**src/csr_addr_pkg.sv**
```systemverilog
package csr_addr_pkg;

  typedef logic [31:0] csr_word_t;
  typedef logic [11:0] csr_addr_t;

  typedef enum logic [1:0] {
    U_MODE        = 2'd0,
    S_MODE        = 2'd1,
    RESERVED_MODE = 2'd2,
    M_MODE        = 2'd3
  } priv_level_e;

  typedef enum logic [1:0] {
    CSR_NONE  = 2'd0,
    CSR_WRITE = 2'd1,
    CSR_SET   = 2'd2,
    CSR_CLEAR = 2'd3
  } csr_op_e;

  // One access from the core
  typedef struct packed {
    csr_addr_t addr;
    csr_op_e   op;
    csr_word_t src;
  } csr_req_t;

  // Checked write towards the register stores
  typedef struct packed {
    logic      en;
    csr_addr_t addr;
    csr_word_t val;
  } csr_write_t;

  // Machine information, read only
  localparam csr_addr_t MVENDORID_ADDR     = 12'hF11;
  localparam csr_addr_t MARCHID_ADDR       = 12'hF12;
  localparam csr_addr_t MIMPID_ADDR        = 12'hF13;
  localparam csr_addr_t MHARTID_ADDR       = 12'hF14;
  localparam csr_addr_t MCONFIGPTR_ADDR    = 12'hF15;

  // Machine trap setup and handling
  localparam csr_addr_t MSTATUS_ADDR       = 12'h300;
  localparam csr_addr_t MISA_ADDR          = 12'h301;
  localparam csr_addr_t MIE_ADDR           = 12'h304;
  localparam csr_addr_t MTVEC_ADDR         = 12'h305;
  localparam csr_addr_t MCOUNTEREN_ADDR    = 12'h306;
  localparam csr_addr_t MSTATUSH_ADDR      = 12'h310;
  localparam csr_addr_t MCOUNTINHIBIT_ADDR = 12'h320;
  localparam csr_addr_t MSCRATCH_ADDR      = 12'h340;
  localparam csr_addr_t MEPC_ADDR          = 12'h341;
  localparam csr_addr_t MCAUSE_ADDR        = 12'h342;
  localparam csr_addr_t MTVAL_ADDR         = 12'h343;
  localparam csr_addr_t MIP_ADDR           = 12'h344;

  // Machine counters
  localparam csr_addr_t MCYCLE_ADDR        = 12'hB00;
  localparam csr_addr_t MINSTRET_ADDR      = 12'hB02;
  localparam csr_addr_t MCYCLEH_ADDR       = 12'hB80;
  localparam csr_addr_t MINSTRETH_ADDR     = 12'hB82;

  // User counter views, gated by mcounteren
  localparam csr_addr_t CYCLE_ADDR         = 12'hC00;
  localparam csr_addr_t TIME_ADDR          = 12'hC01;
  localparam csr_addr_t INSTRET_ADDR       = 12'hC02;
  localparam csr_addr_t CYCLEH_ADDR        = 12'hC80;
  localparam csr_addr_t TIMEH_ADDR         = 12'hC81;
  localparam csr_addr_t INSTRETH_ADDR      = 12'hC82;

endpackage

```
**src/csr_types_pkg.sv**
```systemverilog
package csr_types_pkg;

  // mstatus at ISA bit positions, S and extension fields tied off
  typedef struct packed {
    logic                      sd;          // 31, stays zero
    logic [8:0]                reserved_3;  // 30:22
    logic                      tw;          // 21
    logic [2:0]                reserved_2;  // 20:18
    logic                      mprv;        // 17
    logic [3:0]                reserved_1;  // 16:13, XS and FS
    csr_addr_pkg::priv_level_e mpp;         // 12:11
    logic [2:0]                reserved_0;  // 10:8
    logic                      mpie;        // 7
    logic [2:0]                reserved_m;  // 6:4
    logic                      mie;         // 3
    logic [2:0]                reserved_l;  // 2:0
  } mstatus_t;

  typedef enum logic [1:0] {
    DIRECT   = 2'd0,
    VECTORED = 2'd1
  } vec_mode_e;

  // Raw word for read back, fields for mode legalisation
  typedef union packed {
    csr_addr_pkg::csr_word_t raw;
    struct packed {
      logic [29:0] base;
      vec_mode_e   mode;
    } f;
  } mtvec_u;

  // mie and mip share one layout
  typedef struct packed {
    logic [19:0] reserved_h;
    logic        meie;        // 11
    logic [2:0]  reserved_e;
    logic        mtie;        // 7
    logic [2:0]  reserved_t;
    logic        msie;        // 3
    logic [2:0]  reserved_s;
  } mint_t;

  typedef struct packed {
    logic [28:0] hpm;
    logic        ir;
    logic        tm;
    logic        cy;
  } counter_bits_t;

  // Next values driven by the exception handler
  typedef struct packed {
    logic                    inject_mstatus;
    logic                    inject_mepc;
    logic                    inject_mcause;
    logic                    inject_mtval;
    logic                    inject_mip;
    mstatus_t                next_mstatus;
    csr_addr_pkg::csr_word_t next_mepc;
    csr_addr_pkg::csr_word_t next_mcause;
    csr_addr_pkg::csr_word_t next_mtval;
    mint_t                   next_mip;
  } trap_update_t;

  typedef struct packed {
    mstatus_t                mstatus;
    mtvec_u                  mtvec;
    mint_t                   mie;
    mint_t                   mip;
    csr_addr_pkg::csr_word_t mepc;
    csr_addr_pkg::csr_word_t mcause;
  } csr_state_t;

  // RV32 base with I and U
  localparam csr_addr_pkg::csr_word_t MISA_VALUE = 32'h4010_0100;
  localparam mstatus_t MSTATUS_RESET = 32'h0020_0000;  // TW only

endpackage

```
**src/csr_access_check.sv**
```systemverilog
`timescale 1ns/100ps

module csr_access_check (
  input  logic                      CLK,
  input  logic                      nRST,
  input  csr_addr_pkg::csr_req_t    req,
  input  csr_addr_pkg::priv_level_e priv,
  input  csr_addr_pkg::csr_word_t   old_val,
  input  logic                      addr_invalid,
  output logic                      invalid,
  output csr_addr_pkg::csr_write_t  wr
);

  import csr_addr_pkg::*;

  logic      access;
  logic      pure_read;
  logic      ro_fault;
  logic      priv_fault;
  csr_word_t new_val;

  assign access    = (req.op != CSR_NONE);
  // Set or clear of nothing only reads
  assign pure_read = ((req.op == CSR_SET) || (req.op == CSR_CLEAR)) && (req.src == '0);

  always_comb begin
    case (req.op)
      CSR_WRITE: new_val = req.src;
      CSR_SET:   new_val = req.src | old_val;
      CSR_CLEAR: new_val = old_val & ~req.src;
      default:   new_val = req.src;
    endcase
  end

  assign ro_fault   = access && (req.addr[11:10] == 2'b11) && !pure_read;
  assign priv_fault = access && (req.addr[9:8] > priv);  // Address needs more privilege

  // Unknown or gated addresses from the read mux only count with an access
  assign invalid = access && (ro_fault || priv_fault || addr_invalid);

  assign wr.en   = access && !ro_fault && !priv_fault;
  assign wr.addr = req.addr;
  assign wr.val  = new_val;

  // Read-only space only passes as a pure read, so the value stays as it was
  a_ro_unchanged: assert property (@(posedge CLK) disable iff (!nRST)
    (wr.en && (wr.addr[11:10] == 2'b11)) |-> (wr.val == old_val));

endmodule

```
**src/csr_trap_regs.sv**
```systemverilog
`timescale 1ns/100ps

module csr_trap_regs (
  input  logic                         CLK,
  input  logic                         nRST,
  input  csr_addr_pkg::csr_write_t     wr,
  input  csr_types_pkg::trap_update_t  trap,
  output csr_types_pkg::csr_state_t    state,
  output csr_addr_pkg::csr_word_t      scratch,
  output csr_addr_pkg::csr_word_t      tval
);

  import csr_addr_pkg::*;
  import csr_types_pkg::*;

  mstatus_t  mstatus, mstatus_next;
  mtvec_u    mtvec, mtvec_next;
  mint_t     mie, mie_next;
  mint_t     mip, mip_next;
  csr_word_t mscratch, mscratch_next;
  csr_word_t mepc, mepc_next;
  csr_word_t mcause, mcause_next;
  csr_word_t mtval, mtval_next;
  mstatus_t  wr_st;

  assign wr_st = wr.val;

  // Machine interrupt bits only
  function automatic mint_t keep_mint(input csr_word_t v);
    mint_t src;
    mint_t res;
    src      = v;
    res      = '0;
    res.msie = src.msie;
    res.mtie = src.mtie;
    res.meie = src.meie;
    return res;
  endfunction

  always_comb begin
    mstatus_next  = mstatus;
    mtvec_next    = mtvec;
    mie_next      = mie;
    mip_next      = mip;
    mscratch_next = mscratch;
    mepc_next     = mepc;
    mcause_next   = mcause;
    mtval_next    = mtval;

    if (wr.en) begin
      case (wr.addr)
        MSTATUS_ADDR: begin
          mstatus_next      = '0;
          mstatus_next.mie  = wr_st.mie;
          mstatus_next.mpie = wr_st.mpie;
          mstatus_next.mprv = wr_st.mprv;
          mstatus_next.tw   = wr_st.tw;
          // No S mode, so S and reserved fall back to U
          if (wr_st.mpp == M_MODE) begin
            mstatus_next.mpp = M_MODE;
          end else begin
            mstatus_next.mpp = U_MODE;
          end
        end
        MTVEC_ADDR: begin
          mtvec_next.raw = wr.val;
          if (mtvec_next.f.mode > VECTORED) begin
            mtvec_next.f.mode = DIRECT;
          end
        end
        MIE_ADDR:      mie_next      = keep_mint(wr.val);
        MIP_ADDR:      mip_next      = keep_mint(wr.val);
        MSCRATCH_ADDR: mscratch_next = wr.val;
        MEPC_ADDR:     mepc_next     = wr.val;
        MCAUSE_ADDR:   mcause_next   = wr.val;
        MTVAL_ADDR:    mtval_next    = wr.val;
        default: ;
      endcase
    end

    // Trap logic wins over software at the same edge
    if (trap.inject_mstatus) mstatus_next = trap.next_mstatus;
    if (trap.inject_mepc)    mepc_next    = trap.next_mepc;
    if (trap.inject_mcause)  mcause_next  = trap.next_mcause;
    if (trap.inject_mtval)   mtval_next   = trap.next_mtval;
    if (trap.inject_mip)     mip_next     = trap.next_mip;
  end

  always_ff @(posedge CLK, negedge nRST) begin
    if (!nRST) begin
      mstatus <= MSTATUS_RESET;
      mtvec   <= '0;
      mie     <= '0;
      mip     <= '0;
      mcause  <= '0;
    end else begin
      mstatus <= mstatus_next;
      mtvec   <= mtvec_next;
      mie     <= mie_next;
      mip     <= mip_next;
      mcause  <= mcause_next;
    end
  end

  always_ff @(posedge CLK) begin
    mscratch <= mscratch_next;
    mepc     <= mepc_next;
    mtval    <= mtval_next;
  end

  assign state.mstatus = mstatus;
  assign state.mtvec   = mtvec;
  assign state.mie     = mie;
  assign state.mip     = mip;
  assign state.mepc    = mepc;
  assign state.mcause  = mcause;
  assign scratch       = mscratch;
  assign tval          = mtval;

  // Software writes are legalised here, injected values rely on the trap logic
  a_mpp_legal: assert property (@(posedge CLK) disable iff (!nRST)
    mstatus.mpp inside {U_MODE, M_MODE});

endmodule

```
**src/csr_counters.sv**
```systemverilog
`timescale 1ns/100ps

module csr_counters (
  input  logic                          CLK,
  input  logic                          nRST,
  input  csr_addr_pkg::csr_write_t      wr,
  input  logic                          inst_ret,
  output logic [63:0]                   cycle,
  output logic [63:0]                   instret,
  output csr_types_pkg::counter_bits_t  counteren,
  output csr_types_pkg::counter_bits_t  inhibit
);

  import csr_addr_pkg::*;
  import csr_types_pkg::*;

  logic [63:0]   cycle_next;
  logic [63:0]   instret_next;
  counter_bits_t counteren_next;
  counter_bits_t inhibit_next;
  logic          cycle_wr;

  assign cycle_wr = wr.en && ((wr.addr == MCYCLE_ADDR) || (wr.addr == MCYCLEH_ADDR));

  always_comb begin
    cycle_next     = inhibit.cy ? cycle : cycle + 64'd1;
    instret_next   = inhibit.ir ? instret : instret + {63'd0, inst_ret};
    counteren_next = counteren;
    inhibit_next   = inhibit;

    // Half writes replace the increment
    if (wr.en) begin
      case (wr.addr)
        MCYCLE_ADDR:     cycle_next     = {cycle[63:32], wr.val};
        MCYCLEH_ADDR:    cycle_next     = {wr.val, cycle[31:0]};
        MINSTRET_ADDR:   instret_next   = {instret[63:32], wr.val};
        MINSTRETH_ADDR:  instret_next   = {wr.val, instret[31:0]};
        MCOUNTEREN_ADDR: counteren_next = wr.val;
        MCOUNTINHIBIT_ADDR: begin
          inhibit_next    = wr.val;
          inhibit_next.tm = 1'b0;  // time cannot be inhibited
        end
        default: ;
      endcase
    end
  end

  always_ff @(posedge CLK, negedge nRST) begin
    if (!nRST) begin
      cycle     <= '0;
      instret   <= '0;
      counteren <= '1;
      inhibit   <= '0;
    end else begin
      cycle     <= cycle_next;
      instret   <= instret_next;
      counteren <= counteren_next;
      inhibit   <= inhibit_next;
    end
  end

  a_cycle_step: assert property (@(posedge CLK) disable iff (!nRST)
    (!inhibit.cy && !cycle_wr) |=> (cycle == $past(cycle) + 64'd1));

endmodule

```
**src/csr_read_mux.sv**
```systemverilog
`timescale 1ns/100ps

module csr_read_mux #(
  parameter int unsigned HART_ID = 0
) (
  input  csr_addr_pkg::csr_addr_t       addr,
  input  csr_addr_pkg::priv_level_e     priv,
  input  csr_types_pkg::csr_state_t     state,
  input  csr_addr_pkg::csr_word_t       scratch,
  input  csr_addr_pkg::csr_word_t       tval,
  input  logic [63:0]                   cycle,
  input  logic [63:0]                   instret,
  input  logic [63:0]                   mtime,
  input  csr_types_pkg::counter_bits_t  counteren,
  input  csr_types_pkg::counter_bits_t  inhibit,
  output csr_addr_pkg::csr_word_t       old_val,
  output logic                          addr_invalid
);

  import csr_addr_pkg::*;
  import csr_types_pkg::*;

  logic user_mode;

  assign user_mode = (priv == U_MODE);

  always_comb begin
    old_val      = '0;
    addr_invalid = 1'b0;
    case (addr)
      MVENDORID_ADDR, MARCHID_ADDR, MIMPID_ADDR, MCONFIGPTR_ADDR: old_val = '0;
      MHARTID_ADDR:       old_val = csr_word_t'(HART_ID);
      MSTATUS_ADDR:       old_val = state.mstatus;
      MISA_ADDR:          old_val = MISA_VALUE;
      MIE_ADDR:           old_val = state.mie;
      MTVEC_ADDR:         old_val = state.mtvec.raw;
      MSTATUSH_ADDR:      old_val = '0;  // Little endian only
      MSCRATCH_ADDR:      old_val = scratch;
      MEPC_ADDR:          old_val = state.mepc;
      MCAUSE_ADDR:        old_val = state.mcause;
      MTVAL_ADDR:         old_val = tval;
      MIP_ADDR:           old_val = state.mip;
      MCOUNTEREN_ADDR:    old_val = counteren;
      MCOUNTINHIBIT_ADDR: old_val = inhibit;
      MCYCLE_ADDR:        old_val = cycle[31:0];
      MCYCLEH_ADDR:       old_val = cycle[63:32];
      MINSTRET_ADDR:      old_val = instret[31:0];
      MINSTRETH_ADDR:     old_val = instret[63:32];
      // User views read zero when gated
      CYCLE_ADDR, CYCLEH_ADDR: begin
        if (user_mode && !counteren.cy) begin
          addr_invalid = 1'b1;
        end else begin
          old_val = addr[7] ? cycle[63:32] : cycle[31:0];
        end
      end
      TIME_ADDR, TIMEH_ADDR: begin
        if (user_mode && !counteren.tm) begin
          addr_invalid = 1'b1;
        end else begin
          old_val = addr[7] ? mtime[63:32] : mtime[31:0];
        end
      end
      INSTRET_ADDR, INSTRETH_ADDR: begin
        if (user_mode && !counteren.ir) begin
          addr_invalid = 1'b1;
        end else begin
          old_val = addr[7] ? instret[63:32] : instret[31:0];
        end
      end
      default: addr_invalid = 1'b1;  // Nothing decodes here
    endcase
  end

endmodule

```
**src/csr_file.sv**
```systemverilog
`timescale 1ns/100ps

module csr_file #(
  parameter int unsigned HART_ID = 0
) (
  input  logic                         CLK,
  input  logic                         nRST,
  input  csr_addr_pkg::csr_req_t       req,
  input  csr_addr_pkg::priv_level_e    priv,
  input  logic                         inst_ret,
  input  logic [63:0]                  mtime,
  input  csr_types_pkg::trap_update_t  trap,
  output csr_addr_pkg::csr_word_t      old_val,
  output logic                         invalid,
  output csr_types_pkg::csr_state_t    state
);

  import csr_addr_pkg::*;
  import csr_types_pkg::*;

  logic          addr_invalid;
  csr_write_t    wr;
  csr_word_t     scratch;
  csr_word_t     tval;
  logic [63:0]   cycle;
  logic [63:0]   instret;
  counter_bits_t counteren;
  counter_bits_t inhibit;

  csr_access_check i_check (
    .CLK          (CLK),
    .nRST         (nRST),
    .req          (req),
    .priv         (priv),
    .old_val      (old_val),
    .addr_invalid (addr_invalid),
    .invalid      (invalid),
    .wr           (wr)
  );

  csr_trap_regs i_trap_regs (
    .CLK     (CLK),
    .nRST    (nRST),
    .wr      (wr),
    .trap    (trap),
    .state   (state),
    .scratch (scratch),
    .tval    (tval)
  );

  csr_counters i_counters (
    .CLK       (CLK),
    .nRST      (nRST),
    .wr        (wr),
    .inst_ret  (inst_ret),
    .cycle     (cycle),
    .instret   (instret),
    .counteren (counteren),
    .inhibit   (inhibit)
  );

  csr_read_mux #(
    .HART_ID (HART_ID)
  ) i_read_mux (
    .addr         (req.addr),
    .priv         (priv),
    .state        (state),
    .scratch      (scratch),
    .tval         (tval),
    .cycle        (cycle),
    .instret      (instret),
    .mtime        (mtime),
    .counteren    (counteren),
    .inhibit      (inhibit),
    .old_val      (old_val),
    .addr_invalid (addr_invalid)
  );

endmodule

```
**config.mk**
```make
export PLATFORM = sky130hd
export DESIGN_NAME = csr_file
export DESIGN_NICKNAME = d
export VERILOG_FILES = /design/src/csr_addr_pkg.sv /design/src/csr_types_pkg.sv /design/src/csr_access_check.sv /design/src/csr_trap_regs.sv /design/src/csr_counters.sv /design/src/csr_read_mux.sv /design/src/csr_file.sv
export SDC_FILE = /design/constraint.sdc
export NUM_CORES = 1
export LEC_CHECK = 0
export ABC_AREA = 1
export BUFFER_PORTS_ARGS = -buffer_cell sky130_fd_sc_hd__buf_2
export CAP_MARGIN = 10
export CORE_ASPECT_RATIO = 0.9
export CORE_UTILIZATION = 45
export CTS_CLUSTER_SIZE = 10
export DETAILED_ROUTE_END_ITERATION = 12
export MAX_ROUTING_LAYER = met4
export PLACE_DENSITY = 0.73
export SKIP_CTS_REPAIR_TIMING = 1
export SYNTH_ARGS = -nofsm -noshare
export SYNTH_HDL_FRONTEND = slang
export SYNTH_SLANG_ARGS = --single-unit
```
**constraint.sdc**
```tcl
create_clock -name CLK -period 2.45 [get_ports CLK]
set_clock_uncertainty 0.2 [all_clocks]
set_input_delay 0.1225 -clock CLK [delete_from_list [all_inputs] [get_ports CLK]]
set_output_delay 0.1225 -clock CLK [all_outputs]
set_load 0.02 [all_outputs]
```
==> flow_metrics.env, run 1 <==
export IMPL_syn_inst=4196
export IMPL_status="stopped before the end"
export IMPL_cts_max_path_buffers=3
export IMPL_synth_seq_cells=418
export IMPL_syn_area_per_cell_um2=6.64
export IMPL_track_usage=0.764
export IMPL_grt_max_degree=60
export IMPL_row_count=86
export IMPL_synth_cell_types=54
export IMPL_grt_overflow_total=125
export IMPL_yosys_warnings=0
export IMPL_stop_error="[ERROR GRT-0232] Routing congestion too high. Check the congestion heatmap in the GUI."
export IMPL_failed_stage="global routing (5_1_grt)"
export IMPL_io_buffers=475
export IMPL_start_util=0.455
export IMPL_synth_edf_count=96
export IMPL_numCtsBuffers=51
export IMPL_netlist_area_um2=27900
export IMPL_pre_cts_ws_ns=-0.668
export IMPL_synth_yosys_seq_area_share=0.394
export IMPL_dp_hpwl_mm=151
export IMPL_io_pins=505
export IMPL_clkSinkCount=418
export IMPL_cts_root_buf="clkbuf_16"
export IMPL_async_flop_share=0.770
export IMPL_synth_top_flop_cell="dfrtp_1"
export IMPL_fp_dieH_um=238
export IMPL_die_w_um=264
export IMPL_gp_congestion=1.22
export IMPL_htreeDepth=2
==> cells in the mapped netlist (4+ instances only) <==
cell type     n  area, µm²
nand2_1    1642       6160
nor2_1      458       1720
inv_1       304       1140
nand3_1     301       1510
dfrtp_1     289       7230
o21ai_0     190        951
nand4_1     126        788
edfxtp_1     96       2880
clkbuf_1     94        353
nor3_1       90        450
a21oi_1      73        365
buf_2        65        325
a31oi_1      50        313
buf_4        49        368
xor2_1       45        394
nand2_2      34        213
o21ai_1      34        170
a22o_1       33        289
dfstp_2      33        867
inv_2        27        101
o211ai_1     18        135
a22oi_1      15        113
o22ai_1      15       93.8
or2_2        13       81.3
nand3b_1     10       75.1
nor4_1       10       62.6
nor2_2        9       56.3
nor2_4        9        101
and3_1        7       43.8
buf_1         7       26.3
ha_1          5       62.6
and2_1        4       25.0
o21ai_2       4       35.0
==> kinds of logic after synthesis <==
family	count (synthesis)	synth area share
buffers and inverters	549	0.0837
DFF	418	0.394
muxes	3	0.00108
xor gates and xnor gates	46	0.0145
AOI/OAI and AO/OA	444	0.0921
other	1	0.000135
adders and majority gates	5	0.00224
and+or+nand+nor	2730	0.412
==> routing by layer <==
layer  GRT overflow  track usage
met3              3        0.577
met4             46        0.678
met5              -            -
met2             70        0.904
met1              6        0.800
==> through the flow <==
stage	instance area, µm²	instances	util	hold slack, ns
floorplan	28000	4224	-	-0.373
CTS	39500	6240	0.645	-0.747
global placement	37900	6144	0.618	-0.0929
detailed placement	37900	6144	0.618	-0.0861
==> run 2: changes to the inputs <==
CORE_ASPECT_RATIO = not set   (was 0.9)
CORE_UTILIZATION = 30   (was 45)
CTS_CLUSTER_SIZE = not set   (was 10)
MAX_ROUTING_LAYER = not set   (was met4)
PLACE_DENSITY = not set   (was 0.73)
PLACE_DENSITY_LB_ADDON = 0.15   (was not set)
clock period = 3.2 ns   (was 2.45 ns; I/O delays follow)
==> flow_metrics.env, run 2 <==
export IMPL_ant_nets=0
export IMPL_yosysTopAreaCellShare=0.259
export IMPL_avgRoutedWirePerCell_um=29.8
export IMPL_cts_root_buf="clkbuf_16"
export IMPL_fp_dieH_um=307
export IMPL_gp_congestion=1.05
export IMPL_cp_arrival_ns=2.88
export IMPL_clkSinkCount=418
export IMPL_final_common_cell="nand2_1"
export IMPL_cts_max_path_buffers=3
export IMPL_final_hold_viol_count=38
export IMPL_grt_overflow_total=0
export IMPL_wl_mm=193
export IMPL_track_usage=0.398
export IMPL_row_count=111
export IMPL_synth_yosys_seq_area_share=0.394
export IMPL_post_route_period_util=1.01
export IMPL_coreArea_um2=91800
export IMPL_rsz0062_at_grt="true"
export IMPL_drv_slew=0
export IMPL_finalSetupViolCount=4
export IMPL_max_freq_mhz=308
export IMPL_power_density_nw_per_um2=385
export IMPL_vias=35700
export IMPL_maxCapViolCount=0
export IMPL_worst_pin_slew_ns=0.909
export IMPL_cts_tree="built"
export IMPL_design_area_um2=39700
export IMPL_hold_worst_slack_ns=-0.0704
export IMPL_layout_setup_ws_ns=-0.0434
export IMPL_dp_hpwl_mm=155
export IMPL_start_util=0.304
export IMPL_io_buffers=475
export IMPL_critical_path_class="flop to output pin"
export IMPL_p_leak_nw=19.5
export IMPL_setup_tns_ns=-0.0893
export IMPL_syn_inst=4196
export IMPL_ys_top_cells_by_count="nand2_1 (1,642), nor2_1 (458), inv_1 (304), nand3_1 (301), dfrtp_1 (289)"
export IMPL_netlist_area_um2=27900
export IMPL_numCtsBuffers=54
export IMPL_die_area_um2=94100
export IMPL_violations="hold timing, setup timing"
export IMPL_io_pins=505
export IMPL_async_flop_share=0.770
export IMPL_status="finished, violations left"
export IMPL_clock_latency_ns=0.66
export IMPL_holdCritPathClass="primary input to flop"
export IMPL_grt_pass1_wl_mm=261
export IMPL_clk_pin_slew_worst_paths_ns=0.06
export IMPL_cp_end_kind="output pin"
export IMPL_grt_pass1_vias=32300
export IMPL_area_delta_synth_final_pct=42.3
export IMPL_placed_cell_area_um2=34700
export IMPL_critPathRequiredTime_ns=2.84
export IMPL_synth_top_flop_cell="dfrtp_1"
export IMPL_synth_seq_cells=418
export IMPL_path_max_fanout=5
export IMPL_yosysMostFrequentCell="nand2_1"
export IMPL_dr_first_iter_drc_count=4605
export IMPL_grt_max_degree=69
export IMPL_synth_edf_count=96
export IMPL_crit_path_start_kind="flop"
export IMPL_nets=5488
export IMPL_final_cell_mix="nand2_1 (1,635), buf_2 (472), nor2_1 (451)"
export IMPL_synth_cell_types=54
export IMPL_post_route_min_period_ns=3.24
export IMPL_dr_pass1_iters=8
export IMPL_die_w_um=307
export IMPL_yosys_warnings=0
export IMPL_fillers=9757
export IMPL_largest_reg_flops=67
export IMPL_avgViaCountPerCell=5.51
export IMPL_maxSlewHeadroom=0.394
export IMPL_remaining_drc_errors=0
export IMPL_antenna_found_initial=14
export IMPL_synth_top_cells_by_area="dfrtp_1 (26%), nand2_1 (22%), edfxtp_1 (10%), nor2_1 (6.2%), nand3_1 (5.4%)"
export IMPL_ir_drop_mv=0.364
export IMPL_yosysTopAreaCell="dfrtp_1"
export IMPL_syn_area_per_cell_um2=6.64
export IMPL_htreeDepth=2
export IMPL_layout_drive_gt1_share=0.213
-- run 2: cell families after synthesis --
group                    after synthesis  synth area share
XOR/XNOR                              46            0.0145
AO/OA/AOI/OAI                        444            0.0921
buffers and inverters                549            0.0837
adder cells (fa/ha/maj)                5           0.00224
AND/OR/NAND/NOR                     2730             0.412
other                                  1          0.000135
multiplexers                           3           0.00108
flip-flops                           418             0.394
-- run 2: critical path, stage by stage, from the launching register on --
cell and delay, ns:
dfrtp_1 0.47, inv_1 0.15, nor2_1 0.06, a21oi_1 0.42, nor3_4 0.10, nor2_1 0.42
nand3_1 0.25, buf_4 0.20, buf_2 0.15
-- run 2: area by class of cell --
class                           instances  area [µm²]  share of cell area
Sequential cell                       418       11000               0.277
Clock buffer                           79        1640              0.0414
Timing Repair Buffer                 1139        9070               0.229
Antenna cell                            2        5.00            0.000126
Inverter                              333        1270              0.0320
Multi-Input combinational cell       3257       14800               0.374
Tap cell                             1243        1560              0.0392
Clock inverter                         21         295             0.00745
-- run 2: per-stage QoR --
step	instances	utilization	hold slack (ns)	total power, W	setup slack [ns]
after floorplan	4224	-	-0.336	0.00682	-0.330
after global placement	6101	0.378	0.0544	0.00818	-0.131
after detailed placement	6101	0.378	0.0514	0.00818	-0.156
after CTS	6201	0.399	-0.619	0.0149	-0.297
after global routing	6491	0.432	-0.00560	0.0156	-0.0261
final	6492	0.432	-0.0704	0.0153	-0.0434
-- run 2: report_power, final --
part | internal, W | leakage (nW) | switching (W)
sequential | 0.00570 | 4.76 | 0.000307
clock | 0.00397 | 0.934 | 0.00282
combinational | 0.000943 | 13.8 | 0.00151
total | 0.0106 | 19.5 | 0.00464
-- run 2: layer usage --
metal | routed length (µm) | share of wire | vias up | GRT usage
met1 | 78700 | 0.41 | 17300 | 0.546
met5 | 190 | 0.00098 | - | 0.00982
met3 | 22000 | 0.11 | 456 | 0.0909
met2 | 81700 | 0.42 | 2356 | 0.593
li1 | - | - | 15600 | -
met4 | 10600 | 0.055 | 12 | 0.173
-- run 2: path summary, 6_finish.rpt --
| path | start | end | slack (ns) | depth (start not counted) |
|---|---|---|---|---|
| worst max register to register | i_counters.counteren[0] | i_trap_regs.mcause[9] | 0.01 | 13 |
| worst max-delay path | i_counters.cycle[13] | old_val[13] | -0.04 | 8 |
| max in group asynchronous | nRST | i_counters.counteren[11] | 1.91 | 3 |
| worst min-delay path | req[5] | i_trap_regs.mtvec[5] | -0.07 | 7 |
| min in group asynchronous | nRST | i_trap_regs.mtvec[20] | -0.02 | 2 |
| worst min register to register | i_counters.counteren[28] | i_counters.counteren[28] | 0.27 | 2 |
No activity file was read; power rests on OpenSTA's default activity.
